==> src/source/mips_pkg.sv <==
package mips_pkg;

	// =========================================================================
	// widths and memory depths
	// =========================================================================

	localparam int XLEN       = 32;
	localparam int REG_AW     = 5;
	localparam int IMEM_DEPTH = 64;
	localparam int DMEM_DEPTH = 64;

	// primary opcodes, instr[31:26].
	localparam logic [5:0] OP_RTYPE = 6'h00;
	localparam logic [5:0] OP_ADDI  = 6'h08;
	localparam logic [5:0] OP_LW    = 6'h23;
	localparam logic [5:0] OP_SW    = 6'h2b;
	localparam logic [5:0] OP_BEQ   = 6'h04;
	localparam logic [5:0] OP_J     = 6'h02;

	// r-type function codes, instr[5:0].
	localparam logic [5:0] FN_ADD = 6'h20;
	localparam logic [5:0] FN_SUB = 6'h22;
	localparam logic [5:0] FN_AND = 6'h24;
	localparam logic [5:0] FN_OR  = 6'h25;
	localparam logic [5:0] FN_SLT = 6'h2a;
	localparam logic [5:0] FN_SLL = 6'h00;

	typedef enum logic [2:0] {
		ALU_ADD = 3'd0,
		ALU_SUB = 3'd1,
		ALU_AND = 3'd2,
		ALU_OR  = 3'd3,
		ALU_SLT = 3'd4,
		ALU_SLL = 3'd5
	} alu_op_e;

	// =========================================================================
	// pipeline registers
	// =========================================================================

	typedef struct packed {
		logic [XLEN-1:0] pc_next;
		logic [XLEN-1:0] instr;
	} if_id_t;

	typedef struct packed {
		logic              regwrite;
		logic              memtoreg;
		logic              memread;
		logic              memwrite;
		logic              isbranch;
		logic              isjump;
		logic              regdst;
		logic              alusrc;
		logic [XLEN-1:0]   pc_next;
		logic [XLEN-1:0]   pc_jump;
		logic [XLEN-1:0]   rs_data;
		logic [XLEN-1:0]   rt_data;
		logic [XLEN-1:0]   imm;
		logic [5:0]        opcode;
		logic [REG_AW-1:0] rs;
		logic [REG_AW-1:0] rt;
		logic [REG_AW-1:0] rd;
	} id_ex_t;

	typedef struct packed {
		logic              regwrite;
		logic              memtoreg;
		logic              memread;
		logic              memwrite;
		logic              isbranch;
		logic              zero;
		logic              overflow;
		logic [XLEN-1:0]   pc_branch;
		logic [XLEN-1:0]   alu_res;
		logic [XLEN-1:0]   store_data;
		logic [REG_AW-1:0] wreg;
	} ex_mem_t;

	// mem/wb register, also the writeback bus.
	typedef struct packed {
		logic              regwrite;
		logic [REG_AW-1:0] wreg;
		logic [XLEN-1:0]   wdata;
	} retire_t;

	typedef struct packed {
		logic            we;
		logic [XLEN-1:0] addr;
		logic [XLEN-1:0] data;
	} store_t;

endpackage

==> src/source/alu.sv <==
`timescale 1ns/1ps

module alu import mips_pkg::*; (
	input  alu_op_e         op,
	input  logic [XLEN-1:0] s,
	input  logic [XLEN-1:0] t,
	input  logic [4:0]      shamt,
	output logic [XLEN-1:0] res,
	output logic            zero,
	output logic            overflow
);

	logic [XLEN-1:0] sum;
	logic [XLEN-1:0] diff;

	assign sum  = s + t;
	assign diff = s - t;

	always_comb begin
		overflow = 1'b0;
		case (op)
			ALU_ADD: begin
				res      = sum;
				overflow = (s[XLEN-1] == t[XLEN-1]) && (sum[XLEN-1] != s[XLEN-1]);
			end
			ALU_SUB: begin
				res      = diff;
				overflow = (s[XLEN-1] != t[XLEN-1]) && (diff[XLEN-1] != s[XLEN-1]);
			end
			ALU_AND: res = s & t;
			ALU_OR:  res = s | t;
			ALU_SLT: res = {{(XLEN-1){1'b0}}, $signed(s) < $signed(t)};
			ALU_SLL: res = t << shamt;
			default: res = '0;
		endcase
	end

	assign zero = (res == '0);

endmodule

==> src/source/execute_stage.sv <==
`timescale 1ns/1ps

module execute_stage import mips_pkg::*; (
	input  logic            clk,
	input  logic            rst_n,
	input  id_ex_t          id_ex,
	input  ex_mem_t         fwd_mem,
	input  retire_t         wb,
	input  logic            branch_taken,
	output ex_mem_t         ex_mem,
	output logic            jump_taken,
	output logic [XLEN-1:0] jump_target
);

	alu_op_e         alu_op;
	logic [XLEN-1:0] s_fwd;
	logic [XLEN-1:0] t_fwd;
	logic [XLEN-1:0] alu_t;
	logic [XLEN-1:0] alu_res;
	logic            alu_zero;
	logic            alu_ovf;
	ex_mem_t         ex_next;

	// newest producer wins; r0 never forwards.
	function automatic logic [XLEN-1:0] fwd_sel(input logic [REG_AW-1:0] r,
			input logic [XLEN-1:0] dflt, input ex_mem_t m, input retire_t w);
		if (m.regwrite && m.wreg != '0 && m.wreg == r) return m.alu_res;
		if (w.regwrite && w.wreg != '0 && w.wreg == r) return w.wdata;
		return dflt;
	endfunction

	// alu control.
	always_comb begin
		alu_op = ALU_ADD;
		case (id_ex.opcode)
			OP_RTYPE: begin
				case (id_ex.imm[5:0])
					FN_SUB:  alu_op = ALU_SUB;
					FN_AND:  alu_op = ALU_AND;
					FN_OR:   alu_op = ALU_OR;
					FN_SLT:  alu_op = ALU_SLT;
					FN_SLL:  alu_op = ALU_SLL;
					default: alu_op = ALU_ADD;
				endcase
			end
			OP_BEQ:  alu_op = ALU_SUB;
			default: alu_op = ALU_ADD;
		endcase
	end

	assign s_fwd = fwd_sel(id_ex.rs, id_ex.rs_data, fwd_mem, wb);
	assign t_fwd = fwd_sel(id_ex.rt, id_ex.rt_data, fwd_mem, wb);
	assign alu_t = id_ex.alusrc ? id_ex.imm : t_fwd;

	alu u_alu (
		.op       (alu_op),
		.s        (s_fwd),
		.t        (alu_t),
		.shamt    (id_ex.imm[10:6]),
		.res      (alu_res),
		.zero     (alu_zero),
		.overflow (alu_ovf)
	);

	assign jump_taken  = id_ex.isjump & ~branch_taken;
	assign jump_target = id_ex.pc_jump;

	assign ex_next = '{
		regwrite:   id_ex.regwrite,
		memtoreg:   id_ex.memtoreg,
		memread:    id_ex.memread,
		memwrite:   id_ex.memwrite,
		isbranch:   id_ex.isbranch,
		zero:       alu_zero,
		overflow:   alu_ovf,
		pc_branch:  id_ex.pc_next + (id_ex.imm << 2),
		alu_res:    alu_res,
		store_data: t_fwd,
		wreg:       id_ex.regdst ? id_ex.rd : id_ex.rt
	};

	always_ff @(posedge clk or negedge rst_n) begin
		if (!rst_n) ex_mem <= '0;
		else if (branch_taken) ex_mem <= '0;
		else ex_mem <= ex_next;
	end

endmodule

==> config.mk <==
export PLATFORM = sky130hd
export DESIGN_NAME = execute_stage
export DESIGN_NICKNAME = d
export VERILOG_FILES = /design/src/source/mips_pkg.sv /design/src/source/alu.sv /design/src/source/execute_stage.sv
export SDC_FILE = /design/constraint.sdc
export NUM_CORES = 1
export LEC_CHECK = 0
export BUFFER_PORTS_ARGS = -buffer_cell sky130_fd_sc_hd__buf_4
export CAP_MARGIN = 20
export CELL_PAD_IN_SITES_DETAIL_PLACEMENT = 1
export CELL_PAD_IN_SITES_GLOBAL_PLACEMENT = 2
export CORE_MARGIN = 2
export CORE_UTILIZATION = 31
export CTS_CLUSTER_SIZE = 14
export DETAILED_ROUTE_END_ITERATION = 16
export PLACE_DENSITY_LB_ADDON = 0.08
export SETUP_SLACK_MARGIN = 0.05
export SLEW_MARGIN = 20
export SYNTH_ARGS = -nofsm -noshare
export SYNTH_HDL_FRONTEND = slang
export SYNTH_HIERARCHICAL = 1
export SYNTH_SLANG_ARGS = --single-unit
==> constraint.sdc <==
create_clock -name clk -period 1.08 [get_ports clk]
set_clock_uncertainty 0.1 [all_clocks]
set_input_delay 0.054 -clock clk [delete_from_list [all_inputs] [get_ports clk]]
set_output_delay 0.054 -clock clk [all_outputs]
set_load 0.01 [all_outputs]
* After elaboration in Yosys (flattened, before gate mapping) *
Cells that the tools add are included.

storage, ports and cells
  register bits after elaboration = 108
  input port bits = 338
  output and inout port bits = 141
  logic and storage cells = 73

cells by class
  add/subtract/negate cells = 3
  $lt $le $gt $ge = 1
  equal/unequal tests = 18
  shift operators = 1
  muxes and demuxes = 21
  bitwise gates (word level) = 4
  reduce and logical (&&, ||, !) cells = 14

operators with widths
  kind                  number
  $mux W32              9
  $pmux W32 S6          1
  $mux W108             1
  $add A32 B32 Y32      2
  $and A32 B32 Y32      1
  $logic_not A32 Y1     1
  $lt A32 B32 Y1        1
  $or A32 B32 Y32       1
  $shl A32 B5 Y32       1
  $sub A32 B32 Y32      1
  $eq A6 B6 Y1 const B  4
  $eq A5 B5 Y1          4
  $pmux W3 S5           1
  $logic_not A6 Y1      2
  $reduce_bool A5 Y1    2
  $logic_and A1 B1 Y1   8
  $eq A3 B2 Y1 const B  2
  $eq A3 B3 Y1 const B  2
  $eq A6 B3 Y1 const B  1
  $mux W1               6
  $pmux W3 S2           1
  $mux W5               1
  $eq A3 B1 Y1 const B  1
  $logic_not A3 Y1      1
  other kinds (5)       7

* Depth between registers and ports, before layout *
  depth in word-level cells = 13
  mapped depth = 23
  gate-level depth less buffers = 21

* Hierarchy *
The synthesis kept the hierarchy.

by module, submodules not included
  module         instances  cells an instance  area an instance (um^2)  seq. area each (um^2)
  alu            1          1,075              7,378.3                  0.0
  execute_stage  1          814                7,161.9                  2,702.6

* Worst setup path before layout *
OpenSTA, ideal clock, no wires.

  path type = input port to flip-flop
  start = input wb[33] in the netlist's numbering
  end = register ex_mem[102] in the netlist's numbering
  library setup time = 74 ps
  data arrival time = 5,067 ps
  slack = -4,160 ps
  stages on the path = 20
  path through = or4_4 -> o21ai_4 -> nor4_4 -> buf_2 -> mux2i_1 -> o21ai_0 -> inv_1 -> fa_1 -> or2_1 -> a2111o_1 -> a2111oi_0 -> nor2_1 -> a221oi_1 -> o2111ai_1 -> or4_1 -> nor4_1 -> and4bb_1 -> nand4_1 -> nor4_2 -> nor2b_1

on the way
  elaborated cells on any way between the ends = 26
  those cells by class = add/sub (2); order compare (1); eq/ne (2); shift (1); mux (13); bitwise (2); reduce/logical (5)

RTL lines
  item                                      RTL line             text
  start, declared                           execute_stage.sv:8   input retire_t wb,
  $reduce_bool A5 Y1                        execute_stage.sv:28  if (w.regwrite && w.wreg != '0 && w.wreg == r) return w.wdata;
  $logic_and A1 B1 Y1                       execute_stage.sv:28
  $logic_and A1 B1 Y1 *                     execute_stage.sv:28
  $mux W1 (2 in a row)                      execute_stage.sv:28
  $mux W32 *                                execute_stage.sv:29  return dflt;
  $mux W32 *                                execute_stage.sv:28
  net s_fwd[1]                              execute_stage.sv:16  logic [XLEN-1:0] s_fwd;
  $sub A32 B32 Y32 (tied with other cells)  alu.sv:17            assign diff = s - t;
  $pmux W32 S6 *                            alu.sv:21            case (op)
  $logic_not A32 Y1 *                       alu.sv:38            assign zero = (res == '0);
  net alu_zero                              execute_stage.sv:20  logic alu_zero;
  $mux W108 *                               execute_stage.sv:84  else if (branch_taken) ex_mem <= '0;
  end signal, assigned                      execute_stage.sv:85  else ex_mem <= ex_next;
  end, declared                             execute_stage.sv:10  output ex_mem_t ex_mem,

The timed path passes the listed nets; every way through them passes the cells marked *. The select of a mux whose other input is x is not followed.

* Worst setup path after layout *
  start = input wb[35] in the netlist's numbering
  end = register ex_mem[102] in the netlist's numbering

on the way
  elaborated cells on any way between the ends = 26
  those cells by class = add/sub (2); order compare (1); eq/ne (2); shift (1); mux (13); bitwise (2); reduce/logical (5)

RTL lines
  item                                                  RTL line              text
  $reduce_bool A5 Y1                                    execute_stage.sv:28
  $logic_and A1 B1 Y1                                   execute_stage.sv:28
  $logic_and A1 B1 Y1 *                                 execute_stage.sv:28
  $mux W1 (2 in a row)                                  execute_stage.sv:28
  $mux W32 *                                            execute_stage.sv:29
  $mux W32 *                                            execute_stage.sv:28
  net s_fwd[0]                                          execute_stage.sv:16
  $sub A32 B32 Y32 or $add A32 B32 Y32 (tied branches)  alu.sv:17, alu.sv:16
  $pmux W32 S6 *                                        alu.sv:21
  net alu_res[4]                                        execute_stage.sv:19   logic [XLEN-1:0] alu_res;
  $logic_not A32 Y1 *                                   alu.sv:38
  net alu_zero                                          execute_stage.sv:20
  $mux W108 *                                           execute_stage.sv:84

Marked as above.

==> results.cfg <==
[route]
first_iter_violations = 1241
drt-vias-per-instance = 5.52
firstDrtPassIters = 5
drc = 0
totalWireLength_um = 90600
via_count = 19623
routedWlPerCell_um = 25.5
drtAntennaViolNets = 0

[logic_synthesis]
yosys-top-cells-area = dfrtp_1 19%, ha_1 11%, mux2i_1 8.1%
synth-edff-count = 0
synthTopCellsByCount = 202 x nand2_1, 176 x nor2_1, 130 x ha_1, 118 x mux2i_1, 114 x a21oi_1
yosysSeqAreaShare_pct = 18.6
async_flop_share_pct = 100
avgSynthCellArea_um2 = 7.70
synth_area_um2 = 14500
yosysUniqueCellTypes = 100
syn-num-nets = 2360
ys_ff_latch = 108
synthFlopType = dfrtp_1
synth_area_leader_cell = dfrtp_1
synthMostInstantiatedCell = nand2_1
synth_cells = 1889
ys_warn_count = 6
synth_top_area_share_pct = 18.6

[global_routing]
groute.usage.overall_pct = 35.5
grt_start_max_net_pins = 52
grt_antenna_before_repair = 5
grt_pass1_vias = 20806
gr-total-overflow = 0
grt_pass1_wl_um = 129000

[cells_and_area]
multi_input_area_um2 = 13200
areaGrowthSynthToFinish_pct = 86.7
regArea_um2 = 2700
final_nets = 3411
largest_registers = ex_mem (108)
regMostFlops = ex_mem
nFillCells = 5512
final_cells = 3554
largest_register_ffs = 108
layout-drive-gt1-share_pct = 55.4

[cts]
cts_root_buf = clkbuf_16
cts_hold_buf = 22
cts_tree = yes
clockBufferDepth = 2
htreeDepth = 3
clkTransAtPathRegs_ps = 80
cts.sinks = 108
cts_made_buffers = 9

[setup_path]
crit_cells = 25
crit_family = simple AND/OR/NAND/NOR gates
crit_type = input port to register
start_kind = input port
worstPathRequired_ps = 1330
cp_slowest_cell = or4_4
critical_path_buf_inv_count = 6
path_common_cell = or4_4
cp-end-kind = register
cp_slowest_stage_delay_ps = 530
crit_arrival_ps = 5580
cp_max_fo = 4

[timing]
setup_viol = 183
setup_ws_ps = -4250
min_period_ps = 5330
hold_viol = 41
period_share_pct = 493
max_slew_margin_pct = 57.7
drv_slew = 0
hold_slack_ps = -200
worst_slew_pin_slew_ps = 630
grt_setup_unrepaired = yes
clock.fmax_mhz = 188

[run_status]
violations = negative hold slack, negative setup slack
outcome = finished, violations left

[hold_path]
hold_depth = 3
min_from = fwd_mem[66]
hp-class = input port to register
hold_end = ex_mem[34]

[power_and_ir_drop]
p_per_area_nw_per_um2 = 975
ir_worst_vdd_v = 0.000807
total_power_mw = 26.5
p_leak_nw = 12.7

[die]
die_h_um = 221
rows = 79
core-area_um2 = 46500
start_util_pct = 31.3
dieArea_um2 = 48700
die_w_um = 221
ioPinCount = 479

[placement]
dp_hpwl_um = 69100
port_buffers = 344
gp_congestion = 0.960
dp.cells = 3406

[run]
max_cap_viol_count = 0
==> layout make-up <==
type	count	area share, %
flip-flops and latches	108	9.96
clock buffers	10	0.880
diodes	2	0.0184
inverters	105	1.51
well taps	607	2.80
multi-input cells	1530	48.5
repair buffers	1186	36.1
clock inverters	6	0.249
==> stage by stage <==
step	instance area, µm²	setup TNS [ps]	setup WS, ps	hold WS [ps]	utilization, %
after floorplan	15000	-128260	-3950	-342	-
after global placement	23100	-186130	-4760	-193	49.6
after detailed placement	23100	-195830	-4900	-191	49.6
after CTS	25900	-140460	-3990	-212	55.8
after global routing	27100	-157690	-4330	-185	58.4
final	27100	-148950	-4250	-200	58.4
==> timing repair <==
| item | CTS | global route |
|---|---|---|
| pin swaps | 126 | 86 |
| setup endpoints to repair | 200 | 201 |
| gates cloned | 0 | 3 |
| gates resized for setup | 394 | 199 |
| endpoints found under the hold margin | 156 | 37 |
| buffers inserted | 90 | 41 |
==> routing by layer <==
layer	GRT usage, %	wire length [µm]	vias to the layer above
li1	-	-	8870
met1	42.8	36700	9815
met2	64.0	45400	724
met3	3.96	4460	208
met4	14.2	3970	6
met5	0	36	-
==> cells in the final DEF (no fill, tap or decap), drive strengths merged, types with 13 or more instances in the layout <==
master       Yosys  routed
xor2            23      23
a21oi          116     116
ha             130     130
nand2b          19      19
a221oi          20      20
mux2            14      14
o211ai          25      25
nor2b           66      66
nand3           25      25
inv            105     108
o22ai           14      14
a211oi          29      29
mux2i          118     118
nand2          202     202
or3             15      15
nor4            16      16
o21ai          193     193
xnor2           39      39
nand4           15      15
a21o            32      32
nor2           176     176
mux4            25      25
clkbuf          81      13
dfrtp          108     108
dlygate4sd3      0      22
nor3            38      38
buf             65    1161
==> how the worst max path moves through the flow <==
stage	start	end	slack (ps)
after detailed placement	wb[36]	ex_mem[102]	-4900
after global placement	wb[35]	ex_mem[102]	-4760
after global routing	wb[35]	ex_mem[102]	-4330
final	wb[35]	ex_mem[102]	-4250
after CTS	wb[35]	ex_mem[102]	-3990
after floorplan	wb[35]	ex_mem[102]	-3950
==> kinds of logic (layout without fill, tap and decap cells) <==
logic type	Yosys count	count (layout)	share of synthesized area, %
and+or+nand+nor	624	624	20.6
AOI/OAI and AO/OA	554	554	24.6
buffers and inverters	251	1307	7.74
muxes	157	157	13.1
adders and majority gates	133	133	11.6
DFF	108	108	18.6
xor gates and xnor gates	62	62	3.73
other	0	2	0
==> power by group <==
part	switching, mW	internal [mW]	total (mW)
combinational	8.76	9.03	17.8
clock	2.28	1.71	3.99
sequential	0.185	4.49	4.67
No activity file was read; power rests on OpenSTA's default activity.
