==> config.mk <==
export PLATFORM = sky130hd
export DESIGN_NAME = decode_stage
export DESIGN_NICKNAME = d
export VERILOG_FILES = /design/src/source/mips_pkg.sv /design/src/source/reg_file.sv /design/src/source/decode_stage.sv
export SDC_FILE = /design/constraint.sdc
export NUM_CORES = 2
export LEC_CHECK = 0
export BUFFER_PORTS_ARGS = -buffer_cell sky130_fd_sc_hd__buf_2
export CAP_MARGIN = 15
export CORE_UTILIZATION = 53
export CTS_BUF_LIST = sky130_fd_sc_hd__clkbuf_8
export CTS_CLUSTER_DIAMETER = 60
export DETAILED_ROUTE_END_ITERATION = 8
export PLACE_DENSITY = 0.7
export SETUP_SLACK_MARGIN = 0.2
export SLEW_MARGIN = 20
export SYNTH_ARGS = -nofsm -noshare
export SYNTH_HDL_FRONTEND = slang
export SYNTH_HIERARCHICAL = 1
export SYNTH_SLANG_ARGS = --single-unit
==> constraint.sdc <==
create_clock -name clk -period 2.23 [get_ports clk]
set_clock_uncertainty 0.2 [all_clocks]
set_input_delay 0.669 -clock clk [delete_from_list [all_inputs] [get_ports clk]]
set_output_delay 0.669 -clock clk [all_outputs]
set_load 0.02 [all_outputs]
==> src/source/mips_pkg.sv <==
package mips_pkg;

	// =========================================================================
	// widths and memory depths
	// =========================================================================

	localparam int XLEN       = 32;
	localparam int REG_AW     = 5;
	localparam int IMEM_DEPTH = 64;
	localparam int DMEM_DEPTH = 64;

	// primary opcodes, instr[31:26].
	localparam logic [5:0] OP_RTYPE = 6'h00;
	localparam logic [5:0] OP_ADDI  = 6'h08;
	localparam logic [5:0] OP_LW    = 6'h23;
	localparam logic [5:0] OP_SW    = 6'h2b;
	localparam logic [5:0] OP_BEQ   = 6'h04;
	localparam logic [5:0] OP_J     = 6'h02;

	// r-type function codes, instr[5:0].
	localparam logic [5:0] FN_ADD = 6'h20;
	localparam logic [5:0] FN_SUB = 6'h22;
	localparam logic [5:0] FN_AND = 6'h24;
	localparam logic [5:0] FN_OR  = 6'h25;
	localparam logic [5:0] FN_SLT = 6'h2a;
	localparam logic [5:0] FN_SLL = 6'h00;

	typedef enum logic [2:0] {
		ALU_ADD = 3'd0,
		ALU_SUB = 3'd1,
		ALU_AND = 3'd2,
		ALU_OR  = 3'd3,
		ALU_SLT = 3'd4,
		ALU_SLL = 3'd5
	} alu_op_e;

	// =========================================================================
	// pipeline registers
	// =========================================================================

	typedef struct packed {
		logic [XLEN-1:0] pc_next;
		logic [XLEN-1:0] instr;
	} if_id_t;

	typedef struct packed {
		logic              regwrite;
		logic              memtoreg;
		logic              memread;
		logic              memwrite;
		logic              isbranch;
		logic              isjump;
		logic              regdst;
		logic              alusrc;
		logic [XLEN-1:0]   pc_next;
		logic [XLEN-1:0]   pc_jump;
		logic [XLEN-1:0]   rs_data;
		logic [XLEN-1:0]   rt_data;
		logic [XLEN-1:0]   imm;
		logic [5:0]        opcode;
		logic [REG_AW-1:0] rs;
		logic [REG_AW-1:0] rt;
		logic [REG_AW-1:0] rd;
	} id_ex_t;

	typedef struct packed {
		logic              regwrite;
		logic              memtoreg;
		logic              memread;
		logic              memwrite;
		logic              isbranch;
		logic              zero;
		logic              overflow;
		logic [XLEN-1:0]   pc_branch;
		logic [XLEN-1:0]   alu_res;
		logic [XLEN-1:0]   store_data;
		logic [REG_AW-1:0] wreg;
	} ex_mem_t;

	// mem/wb register, also the writeback bus.
	typedef struct packed {
		logic              regwrite;
		logic [REG_AW-1:0] wreg;
		logic [XLEN-1:0]   wdata;
	} retire_t;

	typedef struct packed {
		logic            we;
		logic [XLEN-1:0] addr;
		logic [XLEN-1:0] data;
	} store_t;

endpackage

==> src/source/reg_file.sv <==
`timescale 1ns/1ps

module reg_file import mips_pkg::*; (
	input  logic              clk,
	input  logic              rst_n,
	input  logic [REG_AW-1:0] raddr_s,
	input  logic [REG_AW-1:0] raddr_t,
	output logic [XLEN-1:0]   rdata_s,
	output logic [XLEN-1:0]   rdata_t,
	input  retire_t           wb
);

	logic [XLEN-1:0] regs [32];

	always_ff @(posedge clk or negedge rst_n) begin
		if (!rst_n) begin
			for (int i = 0; i < 32; i++) begin
				regs[i] <= '0;
			end
		end else if (wb.regwrite) begin
			regs[wb.wreg] <= wb.wdata;
		end
	end

	// r0 reads zero; a same-cycle write passes straight through.
	always_comb begin
		if (raddr_s == '0) rdata_s = '0;
		else if (wb.regwrite && wb.wreg == raddr_s) rdata_s = wb.wdata;
		else rdata_s = regs[raddr_s];

		if (raddr_t == '0) rdata_t = '0;
		else if (wb.regwrite && wb.wreg == raddr_t) rdata_t = wb.wdata;
		else rdata_t = regs[raddr_t];
	end

endmodule

==> src/source/decode_stage.sv <==
`timescale 1ns/1ps

module decode_stage import mips_pkg::*; (
	input  logic   clk,
	input  logic   rst_n,
	input  if_id_t if_id,
	input  retire_t wb,
	input  logic   jump_taken,
	input  logic   branch_taken,
	output id_ex_t id_ex
);

	logic [5:0]        opcode;
	logic [REG_AW-1:0] rs;
	logic [REG_AW-1:0] rt;
	logic [REG_AW-1:0] rd;
	logic [XLEN-1:0]   rs_data;
	logic [XLEN-1:0]   rt_data;
	id_ex_t            id_next;

	assign opcode = if_id.instr[31:26];
	assign rs     = if_id.instr[25:21];
	assign rt     = if_id.instr[20:16];
	assign rd     = if_id.instr[15:11];

	reg_file u_regs (
		.clk     (clk),
		.rst_n   (rst_n),
		.raddr_s (rs),
		.raddr_t (rt),
		.rdata_s (rs_data),
		.rdata_t (rt_data),
		.wb      (wb)
	);

	// =========================================================================
	// control decode
	// =========================================================================

	always_comb begin
		id_next = '0;
		case (opcode)
			OP_RTYPE: begin
				id_next.regwrite = 1'b1;
				id_next.regdst   = 1'b1;
			end
			OP_ADDI: begin
				id_next.regwrite = 1'b1;
				id_next.alusrc   = 1'b1;
			end
			OP_LW: begin
				id_next.regwrite = 1'b1;
				id_next.memtoreg = 1'b1;
				id_next.memread  = 1'b1;
				id_next.alusrc   = 1'b1;
			end
			OP_SW: begin
				id_next.memwrite = 1'b1;
				id_next.alusrc   = 1'b1;
			end
			OP_BEQ: id_next.isbranch = 1'b1;
			OP_J:   id_next.isjump   = 1'b1;
			default: ;
		endcase

		// writes to r0 are dropped, so the zero word is a nop.
		if ((id_next.regdst ? rd : rt) == '0) id_next.regwrite = 1'b0;

		id_next.pc_next = if_id.pc_next;
		id_next.pc_jump = {if_id.pc_next[31:28], if_id.instr[25:0], 2'b00};
		id_next.rs_data = rs_data;
		id_next.rt_data = rt_data;
		id_next.imm     = {{16{if_id.instr[15]}}, if_id.instr[15:0]};
		id_next.opcode  = opcode;
		id_next.rs      = rs;
		id_next.rt      = rt;
		id_next.rd      = rd;
	end

	always_ff @(posedge clk or negedge rst_n) begin
		if (!rst_n) id_ex <= '0;
		else if (jump_taken || branch_taken) id_ex <= '0;
		else id_ex <= id_next;
	end

endmodule

# [Word level (Yosys, flattened, before mapping)]
# Cells that the tools add are included.
[classes] add_sub_neg=0 n_eq_ne=7 bitwise=3 reduce_logical=10 shifts=0 multipliers=0 div=0 n_mux=23 n_lt_le_gt_ge=4
[op_table] operator="$bwmux W1024" n=1
[op_table] operator="$bmux W32 S5" n=2
[op_table] operator="$mux W32" n=9
[op_table] operator="$mux W189" n=1
[op_table] operator="$demux W32 S5" n=1
[op_table] operator="$ge A6 B6 Y1 const B" n=3
[op_table] operator="$not A5 Y6" n=3
[op_table] operator="$logic_not A5 Y1" n=3
[op_table] operator="$eq A6 B6 Y1 const B" n=2
[op_table] operator="$eq A5 B5 Y1" n=2
[op_table] operator="$mux W1" n=7
[op_table] operator="$eq A6 B2 Y1 const B" n=1
[op_table] operator="$eq A6 B3 Y1 const B" n=1
[op_table] operator="$eq A6 B4 Y1 const B" n=1
[op_table] operator="$logic_not A6 Y1" n=1
[op_table] operator="$lt A6 B1 Y1 const B" n=1
[op_table] operator="$reduce_or A3 Y1" n=2
[op_table] operator="$mux W5" n=1
[op_table] operator="$logic_and A1 B1 Y1" n=3
[op_table] operator="$mux W2" n=1
[op_table] operator="$logic_or A1 B1 Y1" n=1
[totals] mem_bits_rw=0 rom_bits=0 register_bits=1213 out_inout_bits=189 memories=0 latch_bits=0

# [Depth between registers and ports, before layout]
[depth] word_depth=7 mapped_depth=12 ltp_nobuf=7

# [By module]
# Netlist, hierarchy kept.
[by_module_without_submodules] mod="reg_file" seq_area_each_um2=25624.6 n_inst=1 cells_per_inst=3818 area_per_inst_um2=56081.3
[by_module_without_submodules] mod="decode_stage" seq_area_each_um2=3378.2 n_inst=1 cells_per_inst=356 area_per_inst_um2=4812.1

# [Worst setup path after synthesis]
# OpenSTA, ideal clock, no wires.
[synth_path] path_type="input -> register" startpoint="in if_id[22] (netlist bit)" endpoint="reg id_ex[114] (netlist bit)" path_stages=8 path_buffers=3 slack_ns=-0.489 t_arrival_ns=2.400 setup_ns=0.119 path_cell_list="buf_2 > buf_2 > clkbuf_1 > mux4_2 > a211oi_1 > a21oi_1 > a221o_1 > and2_1"
[synth_via] elab_chain_cells=7
[synth_rtl] item="start, declared" line="decode_stage.sv:6" source="input if_id_t if_id,"
[synth_rtl] item="$not A5 Y6 (implied by the code)" line="reg_file.sv:29" source="else rdata_s = regs[raddr_s];"
[synth_rtl] item="$bmux W32 S5" line="reg_file.sv:29"
[synth_rtl] item="$mux W32 (implied by the code) (2 in a row)" line="reg_file.sv:29"
[synth_rtl] item="$mux W32" line="reg_file.sv:28" source="else if (wb.regwrite && wb.wreg == raddr_s) rdata_s = wb.wdata;"
[synth_rtl] item="$mux W32 *" line="reg_file.sv:27" source="if (raddr_s == '0) rdata_s = '0;"
[synth_rtl] item="named net rs_data[29]" line="decode_stage.sv:17" source="logic [XLEN-1:0] rs_data;"
[synth_rtl] item="$mux W189 *" line="decode_stage.sv:82" source="else if (jump_taken || branch_taken) id_ex <= '0;"
[synth_rtl] item="end signal, assigned" line="decode_stage.sv:83" source="else id_ex <= id_next;"
[synth_rtl] item="end, declared" line="decode_stage.sv:10" source="output id_ex_t id_ex"
# The timed path passes the listed nets; every way through them passes the cells marked *. The select of a mux whose other input is x is not followed.
# A chain may end at the register's enable or synchronous reset.

==> impl_summary.log <==
[metrics] number of H-tree levels: 4
[metrics] maximum fanout along the worst path: 10
[metrics] share of final-layout standard cells stronger than drive strength 1: 0.601
[metrics] TritonCTS clock tree: done
[metrics] time the final worst path needs with I/O delays and setup: 2.49 ns
[metrics] first-pass GRT wire length: approximately 310 mm
[metrics] utilization after layout: 0.693
[metrics] sum of routed wire length over all layers: roughly 220 mm
[metrics] maximum capacitance violations: 0
[metrics] number of different library cells in the post-synthesis netlist: 67
[metrics] worst voltage drop across the vdd grid: 0.689 mV
[metrics] top cell type's share of synthesized area: 0.476
[metrics] Syn Std Cell Area: 0.0609 mm^2
[metrics] # DRC: 0
[metrics] power density normalized to cell area: 795 mW/mm^2
[metrics] data required time of the critical path: 1.36 ns
[metrics] violated checks: setup timing
[metrics] hold crit path type: input pin to register
[metrics] number of nets with antenna violations after routing: 0
[metrics] signal arrival time at the worst endpoint: approximately 1.6 ns
[metrics] antenna violations before repair: 10
[metrics] library cell occupying the most area in the post-synthesis netlist: dfrtp_1
[metrics] drt first-iter violations: 4,470
[metrics] clock edge transition at the registers on the reported setup and hold paths: approximately 0.06 ns
[metrics] Gate Count Post-Synth: 4,174
[metrics] sequential cell area fraction in the yosys report: 0.476
[metrics] setup slack, reg-to-reg: 0.06 ns
[metrics] CTS Buf Count: 194
[metrics] worst-case setup margin in the final layout: -0.257 ns
[metrics] Top Ports: 295
[metrics] tightest slew margin relative to the limit: 0.482
[metrics] number of nets in the final layout: 5,035
[metrics] number of enable flip-flop cells after synthesis: 0
[metrics] global routing usage summed across all routing layers: 0.366
[metrics] die outline area: 0.116 mm^2
[metrics] top_reg_cell synth: dfrtp_1
[metrics] post-DP HPWL: 138 mm
[metrics] router iterations before antenna repair: 5
[metrics] pin count of the biggest net entering global routing: 110
[metrics] count of synthesis-stage warnings from yosys: 6
[metrics] slowest stage delay, CP: 0.41 ns
[metrics] horizontal die dimension: 341 um
[metrics] input/output buffers: between 200 and 300
[metrics] number of buffer and inverter instances along the worst setup path: 2
[metrics] Worst-Margin Slew: 0.777 ns
[metrics] Mean Syn Cell Area: 14.6 um^2
[metrics] number of setup violations in the final report: 187
[metrics] count of filler cells inserted in the layout: approximately 7,500
[metrics] Max Freq: 402 MHz
[metrics] vias in the first global route: 44,700
[metrics] most area-consuming cells after synthesis: dfrtp_1 (48%), mux2_2 (19%), mux4_2 (16%), mux2i_1 (3.7%), and2_1 (1.4%)
[metrics] insertion delay to the later sink of the worst-skew pair: roughly 0.93 ns
[metrics] average detailed-routed wire length per instance: 32.8 um
[metrics] run status: complete, but fails checks
[metrics] Crit-path slowest cell: dfrtp_2
[metrics] die span in y: around 340 um
[metrics] Final period util: 1.12
[metrics] cell-by-cell listing of the critical path: buf_6 > buf_4
[metrics] crit path launch type: register
[metrics] Worst Setup End Kind: output pin
[metrics] type of the setup path with the least slack: register to output pin
[metrics] share of async-settable or async-resettable flops after synthesis: 1.00
[metrics] count of final max-slew check failures: 0
[metrics] total vias in the final route: 43,800
[metrics] area grow syn2layout: 28.9%
[metrics] Hold Violations, Final: 0
[metrics] Clock Sinks: between 1,000 and 1,500
[metrics] core area: 0.113 mm^2
[metrics] Std-Cell Rows: approximately 120
[metrics] leakage power figure: around 35 nW
[metrics] average vias per placed instance: about 6.7
[metrics] Initial Util: 0.538
[metrics] Clock Tree Buf Depth: 3
[metrics] RSZ-0062 raised after global routing: yes
[metrics] clk root buf: clkbuf_8
[metrics] CP delay by family, top: flip-flops
[metrics] Congestion Overflow GR: 0
[metrics] Design Area, Final: 0.0785 mm^2
[metrics] RD Place Congestion: ~0.9
[metrics] Post-Place Cell Area: 0.0698 mm^2
[metrics] number of register bits inferred by synthesis: roughly 1,200
worst reg2reg max path, cell delays in order (launching register included):
cell and delay, ns:
dfrtp_1 0.41, mux4_2 0.51, mux2i_4 0.19, o21ai_2 0.11
nor4_4 0.30, nor2_4 0.11, buf_6 0.13, and2_4 0.12
state kept, by name (all words and copies together) (netlist names):
name / count
u_regs/regs: 1024
id_ex: 135
synth_stat cells (6+ instances only):
cell       count
dfrtp_1     1159
mux2_2      1053
mux4_2       432
mux2i_1      228
clkbuf_1     186
and2_1       135
a211oi_1      94
buf_2         92
buf_4         86
a21oi_1       67
nor2_1        66
nor2b_1       63
o22ai_1       53
buf_1         51
nand2_1       44
a22oi_1       35
a221o_1       31
o21ai_0       31
buf_6         25
nor3_1        24
o211ai_1      20
a221oi_1      15
nand2b_1      14
clkbuf_2      13
o31ai_1       12
buf_12        11
nand3_1        9
nor3b_1        9
a2111oi_0      8
and3_1         8
buf_8          8
o21ai_1        8
xor2_1         8
o221ai_1       6
final cells by class:
cell class,count,area [um^2],share of cell area
Clock inverter,85,452,0.00576
Antenna cell,8,20.0,0.000255
Sequential cell,1159,29000,0.370
Multi-Input combinational cell,2542,32200,0.410
Inverter,2,7.51,0.0000957
Clock buffer,253,3480,0.0444
Timing Repair Buffer,1030,11400,0.145
Tap cell,1500,1880,0.0239
cells in the final DEF, fill, tap and decap left out, types with 43 or more instances in the layout:
cell type	netlist	routed
dfrtp_1	1159	1131
a211oi_2	5	68
mux2i_1	228	208
buf_12	11	182
buf_4	86	434
mux4_2	432	432
and2_1	135	113
mux2_2	1053	647
mux2_4	0	406
clkbuf_8	0	254
dlygate4sd3_1	0	72
inv_1	1	53
a21oi_1	67	43
buf_6	25	202
buf_2	92	96
worst paths after layout:
check	end	cells after the start	startpoint
hold reg to reg	u_regs/regs[29]	1	u_regs/regs[29]
min in group asynchronous	u_regs/regs[104]	3	rst_n
setup reg to reg	id_ex[87]	7	u_regs/regs[258]
setup / recovery	id_ex[40]	2	id_ex[51]
hold / removal	id_ex[15]	4	branch_taken
max in group asynchronous	id_ex[1]	3	rst_n
per-layer routing:
metal | up-vias | share of wire | wire [um] | global-route usage
li1 | 17400 | - | - | -
met2 | 2607 | 0.47 | 101000 | 0.569
met5 | - | 0.000051 | 11 | 0
met1 | 23200 | 0.38 | 82400 | 0.480
met3 | 656 | 0.095 | 20500 | 0.0884
met4 | 2 | 0.056 | 12100 | 0.187
what timing repair did:
item,CTS,global route
gates cloned,1,14
setup endpoints to repair,239,248
gates resized for setup,505,195
buffers inserted,43,84
pin swaps,59,104
hold buffers,73,0
endpoints found under the hold margin,1234,0
metrics by stage:
step                hold WS (ns)  power (mW)  instances  setup TNS, ns  setup WS [ns]
CTS                      0.00138        61.6       6474         -34.87         -0.319
detailed placement         0.309        41.4       6019        -368.71         -0.978
global route              0.0555        64.7       6578         -32.75         -0.320
finish                    0.0603        62.4       6579         -23.27         -0.257
floorplan                  0.173        37.1       4175         -22.69         -0.322
global placement           0.300        40.9       6018        -362.17          -1.34
kinds of logic after synthesis:
family | count (synthesis) | synth area share
mux | 1713 | 0.392
flops | 1159 | 0.476
xor+xnor | 10 | 0.00144
compound gates | 409 | 0.0478
simple gates | 408 | 0.0382
other cells | 1 | 0.0000616
buf+inv | 474 | 0.0442
power by group:
group          internal [mW]  switching, mW  total, mW  leakage, nW
combinational           9.29           5.80       15.1         18.2
sequential              24.8           3.07       27.9         14.9
clock                   10.3           9.11       19.4         2.23
total                   44.4           18.0       62.4         35.3
Power figures use the tool's default switching activity.
